`src/include/video_settings.svh`:
```
// Video output stage settings

`ifndef VIDEO_SETTINGS_SVH
`define VIDEO_SETTINGS_SVH

// Colour widths per channel
`define VID_IN_W    4
`define VID_OUT_W   6

// 24 MHz clk_rgb down to 6 MHz pixel rate
`define CEN_DIV     4

// Wishbone slave geometry
`define WB_ADR_W    2
`define WB_DAT_W    8
`define WB_REG_NUM  4   // Address slots, slot 3 reads zero

// Read-only identification byte
`define CORE_ID     8'h47

`endif

```
`src/design/video_pkg.sv`:
```
// Video data types

`default_nettype none

`include "video_settings.svh"

package video_pkg;

    // One widened pixel. For YPbPr, r holds Pr, g holds Y and b holds Pb
    typedef struct packed {
        logic [`VID_OUT_W-1:0] r;
        logic [`VID_OUT_W-1:0] g;
        logic [`VID_OUT_W-1:0] b;
    } rgb6_t;

    // Analog port output format
    typedef enum logic {
        OUT_RGB   = 1'b0,
        OUT_YPBPR = 1'b1
    } out_mode_e;

endpackage

`default_nettype wire

```
`src/design/wb_pkg.sv`:
```
// Wishbone slave types

`default_nettype none

`include "video_settings.svh"

package wb_pkg;

    // Register map, address 3 is unused
    typedef enum logic [`WB_ADR_W-1:0] {
        REG_MODE = 2'd0,
        REG_SYNC = 2'd1,
        REG_ID   = 2'd2
    } reg_addr_e;

    typedef enum logic {
        WB_IDLE = 1'b0,
        WB_ACK  = 1'b1
    } wb_state_e;

endpackage

`default_nettype wire

```
`src/design/video_ifs.sv`:
```
// Pixel and configuration interfaces

`timescale 1ns/1ps
`default_nettype none

// Pixel with its sync pair
interface pix_if;
    video_pkg::rgb6_t pix;
    logic             hs;
    logic             vs;

    modport src (
        output pix,
        output hs,
        output vs
    );

    modport snk (
        input pix,
        input hs,
        input vs
    );
endinterface

// Output configuration switches
interface cfg_if;
    video_pkg::out_mode_e mode;
    logic                 csync_en;
    logic                 blank_en;
    logic                 hs_inv;
    logic                 vs_inv;

    modport regs (
        output mode,
        output csync_en,
        output blank_en,
        output hs_inv,
        output vs_inv
    );

    modport user (
        input mode,
        input csync_en,
        input blank_en,
        input hs_inv,
        input vs_inv
    );
endinterface

`default_nettype wire

```
`src/design/cen_div.sv`:
```
// Pixel clock enable divider

`timescale 1ns/1ps
`default_nettype none

`include "video_settings.svh"

module cen_div (
    input  wire  clk_rgb,
    input  wire  rst_n_i,
    output logic cen6_o
);

    // Keep at least one counter bit when the ratio is 1
    localparam int CNT_W = (`CEN_DIV > 1) ? $clog2(`CEN_DIV) : 1;
    localparam logic [CNT_W-1:0] CNT_LAST = CNT_W'(`CEN_DIV - 1);

    logic [CNT_W-1:0] cnt_q;
    logic             cen_q;

    always_ff @(posedge clk_rgb) begin
        if (!rst_n_i) begin
            cnt_q <= '0;
            cen_q <= 1'b0;
        end else begin
            cnt_q <= (cnt_q == CNT_LAST) ? '0 : cnt_q + 1'b1;
            cen_q <= (cnt_q == CNT_LAST);    // Strobe for the last count
        end
    end

    assign cen6_o = cen_q;

endmodule

`default_nettype wire

```
`src/design/wb_cfg_regs.sv`:
```
// Wishbone configuration registers

`timescale 1ns/1ps
`default_nettype none

`include "video_settings.svh"

module wb_cfg_regs (
    input  wire                 clk_rgb,
    input  wire                 rst_n_i,
    input  wire                 wb_cyc_i,
    input  wire                 wb_stb_i,
    input  wire                 wb_we_i,
    input  wire [`WB_ADR_W-1:0] wb_adr_i,
    input  wire [`WB_DAT_W-1:0] wb_dat_i,
    output logic [`WB_DAT_W-1:0] wb_dat_o,
    output logic                wb_ack_o,
    cfg_if.regs                 cfg
);

    localparam logic [`WB_DAT_W-1:0] MODE_RST = 8'h04;   // Blanking on
    localparam logic [`WB_DAT_W-1:0] SYNC_RST = 8'h00;

    // MODE and SYNC bit positions
    localparam int MODE_YPBPR = 0;
    localparam int MODE_CSYNC = 1;
    localparam int MODE_BLANK = 2;
    localparam int SYNC_HINV  = 0;
    localparam int SYNC_VINV  = 1;

    wb_pkg::wb_state_e   state_q;
    logic [`WB_DAT_W-1:0] mode_q;
    logic [`WB_DAT_W-1:0] sync_q;
    logic [`WB_DAT_W-1:0] dat_q;
    logic [`WB_DAT_W-1:0] rd_map [`WB_REG_NUM];
    logic                 req;

    assign req = wb_cyc_i && wb_stb_i;

    // Read view of every address slot
    always_comb begin
        for (int i = 0; i < `WB_REG_NUM; i++) begin
            rd_map[i] = '0;
        end
        rd_map[wb_pkg::REG_MODE] = mode_q;
        rd_map[wb_pkg::REG_SYNC] = sync_q;
        rd_map[wb_pkg::REG_ID]   = `CORE_ID;
    end

    always_ff @(posedge clk_rgb) begin
        if (!rst_n_i) begin
            state_q <= wb_pkg::WB_IDLE;
            mode_q  <= MODE_RST;
            sync_q  <= SYNC_RST;
        end else begin
            case (state_q)
                wb_pkg::WB_IDLE: begin
                    if (req) begin
                        state_q <= wb_pkg::WB_ACK;
                        if (wb_we_i) begin
                            case (wb_pkg::reg_addr_e'(wb_adr_i))
                                wb_pkg::REG_MODE: mode_q <= wb_dat_i;
                                wb_pkg::REG_SYNC: sync_q <= wb_dat_i;
                                default: ;   // ID and slot 3 are read-only
                            endcase
                        end
                    end
                end
                default: state_q <= wb_pkg::WB_IDLE;  // Ack lasts one cycle
            endcase
        end
    end

    // Read data lands together with ack
    always_ff @(posedge clk_rgb) begin
        if (state_q == wb_pkg::WB_IDLE && req) begin
            dat_q <= rd_map[wb_adr_i];
        end
    end

    assign wb_ack_o = (state_q == wb_pkg::WB_ACK);
    assign wb_dat_o = dat_q;

    assign cfg.mode     = mode_q[MODE_YPBPR] ? video_pkg::OUT_YPBPR : video_pkg::OUT_RGB;
    assign cfg.csync_en = mode_q[MODE_CSYNC];
    assign cfg.blank_en = mode_q[MODE_BLANK];
    assign cfg.hs_inv   = sync_q[SYNC_HINV];
    assign cfg.vs_inv   = sync_q[SYNC_VINV];

endmodule

`default_nettype wire

```
`src/design/pix_capture.sv`:
```
// Pixel capture and widening

`timescale 1ns/1ps
`default_nettype none

`include "video_settings.svh"

module pix_capture (
    input  wire                 clk_rgb,
    input  wire                 rst_n_i,
    input  wire                 cen_i,
    input  wire [`VID_IN_W-1:0] red_i,
    input  wire [`VID_IN_W-1:0] green_i,
    input  wire [`VID_IN_W-1:0] blue_i,
    input  wire                 lhbl_i,
    input  wire                 lvbl_i,
    input  wire                 hs_i,
    input  wire                 vs_i,
    cfg_if.user                 cfg,
    pix_if.src                  to_conv,
    pix_if.src                  to_mux
);

    // Repeat the top bits into the new low bits
    function automatic logic [`VID_OUT_W-1:0] widen(input logic [`VID_IN_W-1:0] c);
        return {c, c[`VID_IN_W-1 -: (`VID_OUT_W - `VID_IN_W)]};
    endfunction

    video_pkg::rgb6_t pix_d;
    video_pkg::rgb6_t pix_q;
    logic             hs_q;
    logic             vs_q;
    logic             blank;

    assign blank = cfg.blank_en && (!lhbl_i || !lvbl_i);

    always_comb begin
        pix_d.r = blank ? '0 : widen(red_i);
        pix_d.g = blank ? '0 : widen(green_i);
        pix_d.b = blank ? '0 : widen(blue_i);
    end

    always_ff @(posedge clk_rgb) begin
        if (!rst_n_i) begin
            pix_q <= '0;
            hs_q  <= 1'b0;
            vs_q  <= 1'b0;
        end else if (cen_i) begin   // Sample once per pixel
            pix_q <= pix_d;
            hs_q  <= hs_i;
            vs_q  <= vs_i;
        end
    end

    assign to_conv.pix = pix_q;
    assign to_conv.hs  = hs_q;
    assign to_conv.vs  = vs_q;
    assign to_mux.pix  = pix_q;
    assign to_mux.hs   = hs_q;
    assign to_mux.vs   = vs_q;

endmodule

`default_nettype wire

```
`src/design/ypbpr_conv.sv`:
```
// RGB to YPbPr converter

`timescale 1ns/1ps
`default_nettype none

`include "video_settings.svh"

module ypbpr_conv (
    input  wire clk_rgb,
    input  wire rst_n_i,
    pix_if.snk  src,
    pix_if.src  dst
);

    localparam int ACC_W = 16;
    localparam logic signed [ACC_W-1:0] C_MAX = ACC_W'((1 << `VID_OUT_W) - 1);
    localparam logic signed [ACC_W-1:0] C_MID = ACC_W'(1 << (`VID_OUT_W - 1));

    // Saturate into the unsigned output range
    function automatic logic [`VID_OUT_W-1:0] clamp(input logic signed [ACC_W-1:0] v);
        logic [`VID_OUT_W-1:0] res;
        if (v < 0) begin
            res = '0;
        end else if (v > C_MAX) begin
            res = '1;
        end else begin
            res = v[`VID_OUT_W-1:0];
        end
        return res;
    endfunction

    logic signed [ACC_W-1:0] r_s, g_s, b_s;
    logic signed [ACC_W-1:0] y_acc, pb_acc, pr_acc;
    video_pkg::rgb6_t        out_q;
    logic                    hs_q;
    logic                    vs_q;

    assign r_s = $signed({{(ACC_W - `VID_OUT_W){1'b0}}, src.pix.r});
    assign g_s = $signed({{(ACC_W - `VID_OUT_W){1'b0}}, src.pix.g});
    assign b_s = $signed({{(ACC_W - `VID_OUT_W){1'b0}}, src.pix.b});

    // Coefficients scaled by 256, arithmetic shift floors
    assign y_acc  = (16'sd77 * r_s + 16'sd150 * g_s + 16'sd29 * b_s) >>> 8;
    assign pb_acc = ((16'sd128 * b_s - 16'sd43 * r_s - 16'sd85 * g_s) >>> 8) + C_MID;
    assign pr_acc = ((16'sd128 * r_s - 16'sd107 * g_s - 16'sd21 * b_s) >>> 8) + C_MID;

    always_ff @(posedge clk_rgb) begin
        if (!rst_n_i) begin
            out_q <= '0;
            hs_q  <= 1'b0;
            vs_q  <= 1'b0;
        end else begin
            out_q.r <= clamp(pr_acc);   // Pr
            out_q.g <= clamp(y_acc);    // Y
            out_q.b <= clamp(pb_acc);   // Pb
            hs_q    <= src.hs;
            vs_q    <= src.vs;
        end
    end

    assign dst.pix = out_q;
    assign dst.hs  = hs_q;
    assign dst.vs  = vs_q;

endmodule

`default_nettype wire

```
`src/design/video_mux.sv`:
```
// Output selection and sync shaping

`timescale 1ns/1ps
`default_nettype none

`include "video_settings.svh"

module video_mux (
    input  wire                   clk_rgb,
    input  wire                   rst_n_i,
    pix_if.snk                    rgb,
    pix_if.snk                    ypbpr,
    cfg_if.user                   cfg,
    output logic [`VID_OUT_W-1:0] vga_r_o,
    output logic [`VID_OUT_W-1:0] vga_g_o,
    output logic [`VID_OUT_W-1:0] vga_b_o,
    output logic                  vga_hs_o,
    output logic                  vga_vs_o
);

    video_pkg::rgb6_t rgb_d;    // Matches the converter latency
    video_pkg::rgb6_t col_sel;
    logic             is_ypbpr;
    logic             csync;
    logic             hs_x;
    logic             vs_x;

    assign is_ypbpr = (cfg.mode == video_pkg::OUT_YPBPR);
    assign csync    = cfg.csync_en || is_ypbpr;
    assign col_sel  = is_ypbpr ? ypbpr.pix : rgb_d;

    // Both modes take sync from the converter path
    assign hs_x = ypbpr.hs ^ cfg.hs_inv;
    assign vs_x = ypbpr.vs ^ cfg.vs_inv;

    always_ff @(posedge clk_rgb) begin
        if (!rst_n_i) begin
            rgb_d    <= '0;
            vga_r_o  <= '0;
            vga_g_o  <= '0;
            vga_b_o  <= '0;
            vga_hs_o <= 1'b0;
            vga_vs_o <= 1'b0;
        end else begin
            rgb_d   <= rgb.pix;
            vga_r_o <= col_sel.r;
            vga_g_o <= col_sel.g;
            vga_b_o <= col_sel.b;
            if (csync) begin
                vga_hs_o <= ~(hs_x ^ vs_x); // Composite sync on HS
                vga_vs_o <= 1'b1;           // SCART cable wants VS high
            end else begin
                vga_hs_o <= hs_x;
                vga_vs_o <= vs_x;
            end
        end
    end

endmodule

`default_nettype wire

```
`src/design/video_out_top.sv`:
```
// Video output stage top

`timescale 1ns/1ps
`default_nettype none

`include "video_settings.svh"

module video_out_top (
    input  wire                   clk_rgb,
    input  wire                   rst_n_i,
    input  wire [`VID_IN_W-1:0]   red_i,
    input  wire [`VID_IN_W-1:0]   green_i,
    input  wire [`VID_IN_W-1:0]   blue_i,
    input  wire                   lhbl_i,
    input  wire                   lvbl_i,
    input  wire                   hs_i,
    input  wire                   vs_i,
    input  wire                   wb_cyc_i,
    input  wire                   wb_stb_i,
    input  wire                   wb_we_i,
    input  wire [`WB_ADR_W-1:0]   wb_adr_i,
    input  wire [`WB_DAT_W-1:0]   wb_dat_i,
    output wire [`WB_DAT_W-1:0]   wb_dat_o,
    output wire                   wb_ack_o,
    output wire                   cen6_o,
    output wire [`VID_OUT_W-1:0]  vga_r_o,
    output wire [`VID_OUT_W-1:0]  vga_g_o,
    output wire [`VID_OUT_W-1:0]  vga_b_o,
    output wire                   vga_hs_o,
    output wire                   vga_vs_o
);

    pix_if cap_to_conv ();
    pix_if cap_to_mux ();
    pix_if conv_to_mux ();  // Pr, Y, Pb in r, g, b
    cfg_if cfg_bus ();

    cen_div u_cen (
        .clk_rgb ( clk_rgb ),
        .rst_n_i ( rst_n_i ),
        .cen6_o  ( cen6_o  )
    );

    wb_cfg_regs u_regs (
        .clk_rgb  ( clk_rgb  ),
        .rst_n_i  ( rst_n_i  ),
        .wb_cyc_i ( wb_cyc_i ),
        .wb_stb_i ( wb_stb_i ),
        .wb_we_i  ( wb_we_i  ),
        .wb_adr_i ( wb_adr_i ),
        .wb_dat_i ( wb_dat_i ),
        .wb_dat_o ( wb_dat_o ),
        .wb_ack_o ( wb_ack_o ),
        .cfg      ( cfg_bus  )
    );

    pix_capture u_cap (
        .clk_rgb ( clk_rgb     ),
        .rst_n_i ( rst_n_i     ),
        .cen_i   ( cen6_o      ),
        .red_i   ( red_i       ),
        .green_i ( green_i     ),
        .blue_i  ( blue_i      ),
        .lhbl_i  ( lhbl_i      ),
        .lvbl_i  ( lvbl_i      ),
        .hs_i    ( hs_i        ),
        .vs_i    ( vs_i        ),
        .cfg     ( cfg_bus     ),
        .to_conv ( cap_to_conv ),
        .to_mux  ( cap_to_mux  )
    );

    ypbpr_conv u_conv (
        .clk_rgb ( clk_rgb     ),
        .rst_n_i ( rst_n_i     ),
        .src     ( cap_to_conv ),
        .dst     ( conv_to_mux )
    );

    video_mux u_mux (
        .clk_rgb  ( clk_rgb     ),
        .rst_n_i  ( rst_n_i     ),
        .rgb      ( cap_to_mux  ),
        .ypbpr    ( conv_to_mux ),
        .cfg      ( cfg_bus     ),
        .vga_r_o  ( vga_r_o     ),
        .vga_g_o  ( vga_g_o     ),
        .vga_b_o  ( vga_b_o     ),
        .vga_hs_o ( vga_hs_o    ),
        .vga_vs_o ( vga_vs_o    )
    );

endmodule

`default_nettype wire

```
`config.mk`:
```
export PLATFORM = sky130hd
export DESIGN_NAME = video_out_top
export DESIGN_NICKNAME = d
export VERILOG_FILES = /design/src/design/video_pkg.sv /design/src/design/wb_pkg.sv /design/src/design/video_ifs.sv /design/src/design/cen_div.sv /design/src/design/wb_cfg_regs.sv /design/src/design/pix_capture.sv /design/src/design/ypbpr_conv.sv /design/src/design/video_mux.sv /design/src/design/video_out_top.sv
export VERILOG_INCLUDE_DIRS = /design/src /design/src/include
export SDC_FILE = /design/constraint.sdc
export NUM_CORES = 1
export LEC_CHECK = 0
export ABC_AREA = 1
export BUFFER_PORTS_ARGS = -buffer_cell sky130_fd_sc_hd__buf_2
export CAP_MARGIN = 0
export CELL_PAD_IN_SITES_DETAIL_PLACEMENT = 0
export CELL_PAD_IN_SITES_GLOBAL_PLACEMENT = 1
export CORE_MARGIN = 2
export CORE_UTILIZATION = 50
export DETAILED_ROUTE_END_ITERATION = 12
export GPL_ROUTABILITY_DRIVEN = 0
export PLACE_DENSITY = 0.9
export RECOVER_POWER = 50
export SLEW_MARGIN = 20
export SYNTH_ARGS = -nofsm -noshare
export SYNTH_HDL_FRONTEND = slang
export SYNTH_SLANG_ARGS = --single-unit
export TNS_END_PERCENT = 1
```
`constraint.sdc`:
```
create_clock -name clk_rgb -period 10.5 [get_ports clk_rgb]
set_clock_uncertainty 0.05 [all_clocks]
set_input_delay 2.1 -clock clk_rgb [delete_from_list [all_inputs] [get_ports clk_rgb]]
set_output_delay 2.1 -clock clk_rgb [all_outputs]
set_load 0.03 [all_outputs]
```
---- Yosys cells after proc, flatten, opt, wreduce, memory -nomap -nowiden ----
Cells that the tools add are included.
storage, ports and cells
  bits in registers ....................... 106
  output and inout bits ................... 30
  input port bits ......................... 31
  logic and storage cells ................. 85
cells by class
  reductions and logical operators ........ 15
  bitwise operators ....................... 7
  add/subtract/negate cells ............... 9
  muxes and demuxes ....................... 14
  equal/unequal tests ..................... 2
  magnitude comparators ................... 7
  $mul .................................... 7
operators with widths
  operator                                                                       count
  7-bit by 6-bit multiplier with 13-bit output (first input constant)            4
  6-bit two-way mux                                                              6
  14-bit by 16-bit subtractor with 16-bit output                                 2
  5-bit by 6-bit multiplier with 11-bit output (first input constant)            2
  8-bit by 7-bit adder with 9-bit output (second input constant)                 2
  9-bit by 7-bit > comparator with 1-bit output (second input constant)          2
  9-bit by 1-bit less-than comparator with 1-bit output (second input constant)  2
  18-bit two-way mux                                                             1
  16-bit by 12-bit adder with 16-bit output                                      1
  16-bit adder                                                                   1
  8-bit binary-select mux with 2-bit select                                      1
  8-bit two-way mux                                                              2
  16-bit by 12-bit subtractor with 16-bit output                                 1
  16-bit by 14-bit subtractor with 16-bit output                                 1
  6-bit by 6-bit multiplier with 12-bit output (first input constant)            1
  2-bit OR reduction                                                             5
  8-bit by 7-bit > comparator with 1-bit output (second input constant)          1
  8-bit by 1-bit less-than comparator with 1-bit output (second input constant)  1
  4-bit AND reduction                                                            2
  1-bit two-way mux                                                              4
  3-bit greater-or-equal comparator (second input constant)                      1
  1-bit logical AND                                                              3
  1-bit NOT                                                                      3
  2-bit NOT with 3-bit output                                                    1
  7 further kinds                                                                11

---- Logic depth before layout (Yosys ltp) ----
  word-level depth ........................ 6
  mapped depth ............................ 34
  mapped depth without buffers ............ 34

---- By module ----
Synthesis repeated with hierarchy kept, for this count alone.
second synthesis, totals
  cell total of the unflattened synthesis .. 1361
  area total of the unflattened synthesis .. 10615.2 µm²
modules (own cells, without submodules)
  module       cells each  area each (µm²)  sequential area each (µm²)  times used
  ypbpr_conv   971         7374.6           400.4                       1
  video_mux    151         1263.7           760.7                       1
  wb_cfg_regs  138         1089.8           580.6                       1
  pix_capture  90          788.3            280.3                       1
  cen_div      11          98.8             60.1                        1

---- Worst setup path before layout ----
Ideal clock, no wire load.
  path type ............................... register to register
  start point ............................. reg u_cap.pix_q, in the netlist u_cap.to_conv.pix[16]
  end point ............................... reg u_conv.out_q, in the netlist u_conv.dst.pix[5]
  period minus slack after synthesis ...... 5599 ps
  required time ........................... 10336 ps
  slack ................................... 4901 ps
  stages on the path, launching flop included .. 33
  path buffers ............................ 0
  setup time .............................. 114 ps
  arrival time ............................ 5436 ps
  cell sequence ........................... dfxtp_1 > inv_1 > ha_1 > inv_1 > fa_1 > ha_1 > ha_1 > a21oi_1 > nand2_1 > a21o_1 > a21oi_1 > nor2_1 > o21ai_0 > nand2_1 > xor2_1 > fa_1 > inv_1 > ha_1 > inv_1 > o21ai_0 > nand2_1 > nand2_1 > a21oi_1 > nand3_1 > nand2_2 > inv_1 > ha_1 > inv_1 > nand2_1 > nor2_1 > o21ai_2 > o21bai_1 > inv_1
on the way
  word-level cells in the longest chain between the ends .. 6
  elaborated cells on any way between the ends .. 8
  those cells by class .................... add/sub: 3; mul: 1; order compare: 2; mux: 1; reduce/logical: 1
RTL lines
  element                                                                                                                 line                                source
  start: declaration                                                                                                      pix_capture.sv:30                   video_pkg::rgb6_t pix_q;
  start signal: assignment                                                                                                pix_capture.sv:49                   pix_q <= pix_d;
  6-bit by 6-bit multiplier with 12-bit output (*)                                                                        ypbpr_conv.sv:44                    assign pb_acc = ((16'sd128 * b_s - 16'sd43 * r_s - 16'sd85 * g_s) >>> 8) + C_MID;
  14-bit by 16-bit subtractor with 16-bit output (*)                                                                      ypbpr_conv.sv:44
  16-bit by 14-bit subtractor with 16-bit output (*)                                                                      ypbpr_conv.sv:44
  8-bit by 7-bit adder with 9-bit output (*)                                                                              ypbpr_conv.sv:44
  9-bit by 7-bit > comparator with 1-bit output or 9-bit by 1-bit less-than comparator with 1-bit output (tied branches)  ypbpr_conv.sv:24, ypbpr_conv.sv:22
  6-bit two-way mux or 2-bit OR reduction (tied branches)                                                                 -
  end: declaration                                                                                                        ypbpr_conv.sv:34                    video_pkg::rgb6_t out_q;
Mark *: on every way between the ends. The rest lies on a longest branch, timed or not.
A chain may end at the register's enable or synchronous reset.

---- Final worst setup path ----
  start point ............................. reg u_cap.pix_q, in the netlist u_cap.to_conv.pix[10]
  end point ............................... reg u_conv.out_q, in the netlist u_conv.dst.pix[16]
on the way
  word-level cells in the longest chain between the ends .. 6
  elaborated cells on any way between the ends .. 8
  those cells by class .................... add/sub: 3; mul: 1; order compare: 2; mux: 1; reduce/logical: 1
RTL lines
  element                                                                                                                 line                                source
  7-bit by 6-bit multiplier with 13-bit output (*)                                                                        ypbpr_conv.sv:45                    assign pr_acc = ((16'sd128 * r_s - 16'sd107 * g_s - 16'sd21 * b_s) >>> 8) + C_MID;
  14-bit by 16-bit subtractor with 16-bit output (*)                                                                      ypbpr_conv.sv:45
  16-bit by 12-bit subtractor with 16-bit output (*)                                                                      ypbpr_conv.sv:45
  8-bit by 7-bit adder with 9-bit output (*)                                                                              ypbpr_conv.sv:45
  9-bit by 7-bit > comparator with 1-bit output or 9-bit by 1-bit less-than comparator with 1-bit output (tied branches)  ypbpr_conv.sv:24, ypbpr_conv.sv:22
  6-bit two-way mux or 2-bit OR reduction (tied branches)                                                                 -
Marked as above.

==> qor.txt <==
status: finished, violations left
violated checks: max-capacitance violations, max-slew violations
Max stage delay on crit path: 0.86 ns
endpoints failing setup: 0
routed wire length: 20940 um
post-cts resize count: 0
# IOs: 61
RSZ-0062 raised after global routing: no
total power: 0.9899 mW
fraction of layout cells with a size suffix above 1: 5.353%
initial antenna violation count: 0
vias in the first global route: 7415
P_sw: 0.3261 mW
leakage: 5.979 nW
WS Path Type: reg2reg
Clock transition at path regs: 0.07 ns
Max-Cap Viols: 1
Initial DRC Count: 304
slew at the pin with the worst max-slew slack: 1.814 ns
CP required: 10.67 ns
postcts setup bufs: 0
worst hold path depth: 1
number of remaining DRC errors: 0
GR Util All Layers: 21.46%
Max Clk Rate: 0.1548 GHz
CTS Hold Bufs: 0
DIE AREA: 19980 um^2
crit path DAT: 6.63 ns
Pre-antenna DRT Iters: 5
Initial Utilization: 50.77%
crit path launch type: flop
post-synthesis average cell area: 7.694 um^2
# port buffers: 60
HPWL Detailed: 17660 um
worst-path maximum fanout: 16
Area Growth Syn to Fin: 8.741%
synth top area cells: ha_1 25%, dfxtp_1 18%, fa_1 10%, inv_1 9.5%, nand2_1 8.0%
CTS tree: yes
headroom to the max-slew limit: -20.94%
Critical Path Stages: 32
number of distinct library cells after synthesis: 37
Sw Ratio: 32.94%
Final Max Tran Viols: 44
clk_lat worst skew: 0.34 ns
Flop pwr share: 40.4%
clock group share of total power: 33.2%
root buffer cell: clkbuf_16
synthesized area: 9433 um^2
final hold viol count: 0
width of the chip: 141.4 um
Post-synth top flop: dfxtp_1
power share of the combinational group: 26.5%
routed len/inst: 13.75 um
pwr dens: 96.51 nW/um^2
largest net degree at the start of global routing: 44
YS warnings: 0
#FFs+latches synth: 94
R2R cell count: 32
Critical Path Most Common Cell: nor2_1
H-tree depth: 3
via count: 7652
GRT overflow: 0
VDD IR max: 0.07623 mV
CTS Sinks: 94
average vias per placed instance: 5.024
sequential area share after synthesis: 20.80%
Final min period: 6.460 ns
Syn Inst Count: 1226
Rows: 50
Worst Setup End Kind: flop
CTS Buffer Depth: 2
CP bufs+invs: 5
HP Class: reg2reg
dpl cell area: 9983 um^2
CP delay by family, top: adder cells
top post-synthesis cells by count: 238 x inv_1, 201 x nand2_1, 187 x ha_1, 100 x a21oi_1, 91 x nor2_1
setup TNS: 0 ns
Layout Utilization: 55.21%
asr flop ratio synth: 0%
first-pass GRT wire length: 34960 um
Synth area leader: ha_1
Final Cell Area: 10260 um^2
internal reg-to-reg setup slack: 4.04 ns
Final #Nets: 1550
P_int: 0.6638 mW
number of nets with antenna violations after routing: 0
top cell type's share of synthesized area: 24.80%
post-place setup slack: 4.038 ns
Fillers: 1816
CP max-delay cell: dfxtp_1
Final Worst Setup Slack: 4.040 ns
Die H: 141.4 um
number of synthesized flops with an enable pin: 8
Syn Nets: 1492
Core Footprint: 18580 um^2
CTS Buf Count: 9
final worst path period share: 61.53%
# diodes: 0
most frequent cell after synthesis: inv_1
[placed cells by master, fill, tap and decap left out, drive strengths merged, types with 2 or more instances in the layout]
| master | count |
|---|---|
| inv | 243 |
| nand2 | 208 |
| ha | 187 |
| a21oi | 102 |
| nor2 | 98 |
| dfxtp | 86 |
| o21ai | 62 |
| nand3 | 61 |
| fa | 48 |
| clkbuf | 40 |
| xor2 | 38 |
| buf | 32 |
| xnor2 | 27 |
| o21bai | 11 |
| edfxtp | 8 |
| a21o | 7 |
| nand4 | 6 |
| nor3 | 5 |
| and3 | 3 |
| clkinv | 3 |
| or2 | 3 |
| o2111ai | 2 |
| o31ai | 2 |
| o22ai | 2 |
[power by group through the flow]
stage                     clock network (mW)  logic [mW]  registers [mW]
after floorplan                            0       0.200           0.409
after global placement                     0       0.258           0.407
after detailed placement                   0       0.261           0.408
after CTS                              0.331       0.263           0.400
after global routing                   0.345       0.305           0.401
final                                  0.328       0.262           0.400
[path summary, 6_finish.rpt]
path,from,endpoint
min reg2reg,u_cen.cnt_q[0],u_cen.cnt_q[0]
max reg2reg,u_cap.to_conv.pix[10],u_conv.dst.pix[16]
max,u_cap.to_conv.pix[10],u_conv.dst.pix[16]
min,u_cen.cnt_q[0],u_cen.cnt_q[0]
[state kept, by name, summed over array words and instances, names as in the netlist, 2 cells and up]
signal	flops
u_mux.vga_b_o	6
u_cen.cnt_q	2
u_mux.vga_g_o	6
u_regs.sync_q	8
u_regs.wb_dat_o	8
u_mux.vga_r_o	6
u_cap.to_conv.pix	12
u_mux.rgb_d	12
u_regs.mode_q	8
u_conv.dst.pix	18
[kinds of logic after synthesis]
family                   share of synthesized area [%]
AO/OA/AOI/OAI                                    11.00
XOR/XNOR                                         6.035
adder cells (fa/ha/maj)                          34.99
buffers and inverters                            10.20
flip-flops                                       20.80
AND/OR/NAND/NOR                                  16.98
[area by class of cell]
class	count	area [um^2]	share of cell area (%)
clock buffer	10	250.2	2.440
tap	234	292.8	2.854
timing repair buffer	62	277.8	2.708
sequential	94	1962	19.13
clock inverter	6	61.31	0.5977
inverter	241	904.6	8.819
multi-input combinational	876	6509	63.45
[metrics by stage]
step / hold slack, ns / instances
after floorplan: 0.3549 / 1226
after CTS: 0.3895 / 1523
final: 0.3880 / 1523
after detailed placement: 0.3703 / 1507
after global placement: 0.3674 / 1507
after global routing: 0.4029 / 1523
[routing by layer]
layer	wire length [um]	part of all wire [%]	track usage (%)	up-vias
li1	-	-	-	4030
met5	0	0	0	-
met3	781	3.7	1.789	20
met2	9360	45	35.74	138
met4	251	1.2	4.947	0
met1	10540	50	30.43	3464
(Power assumes the default switching activity.)
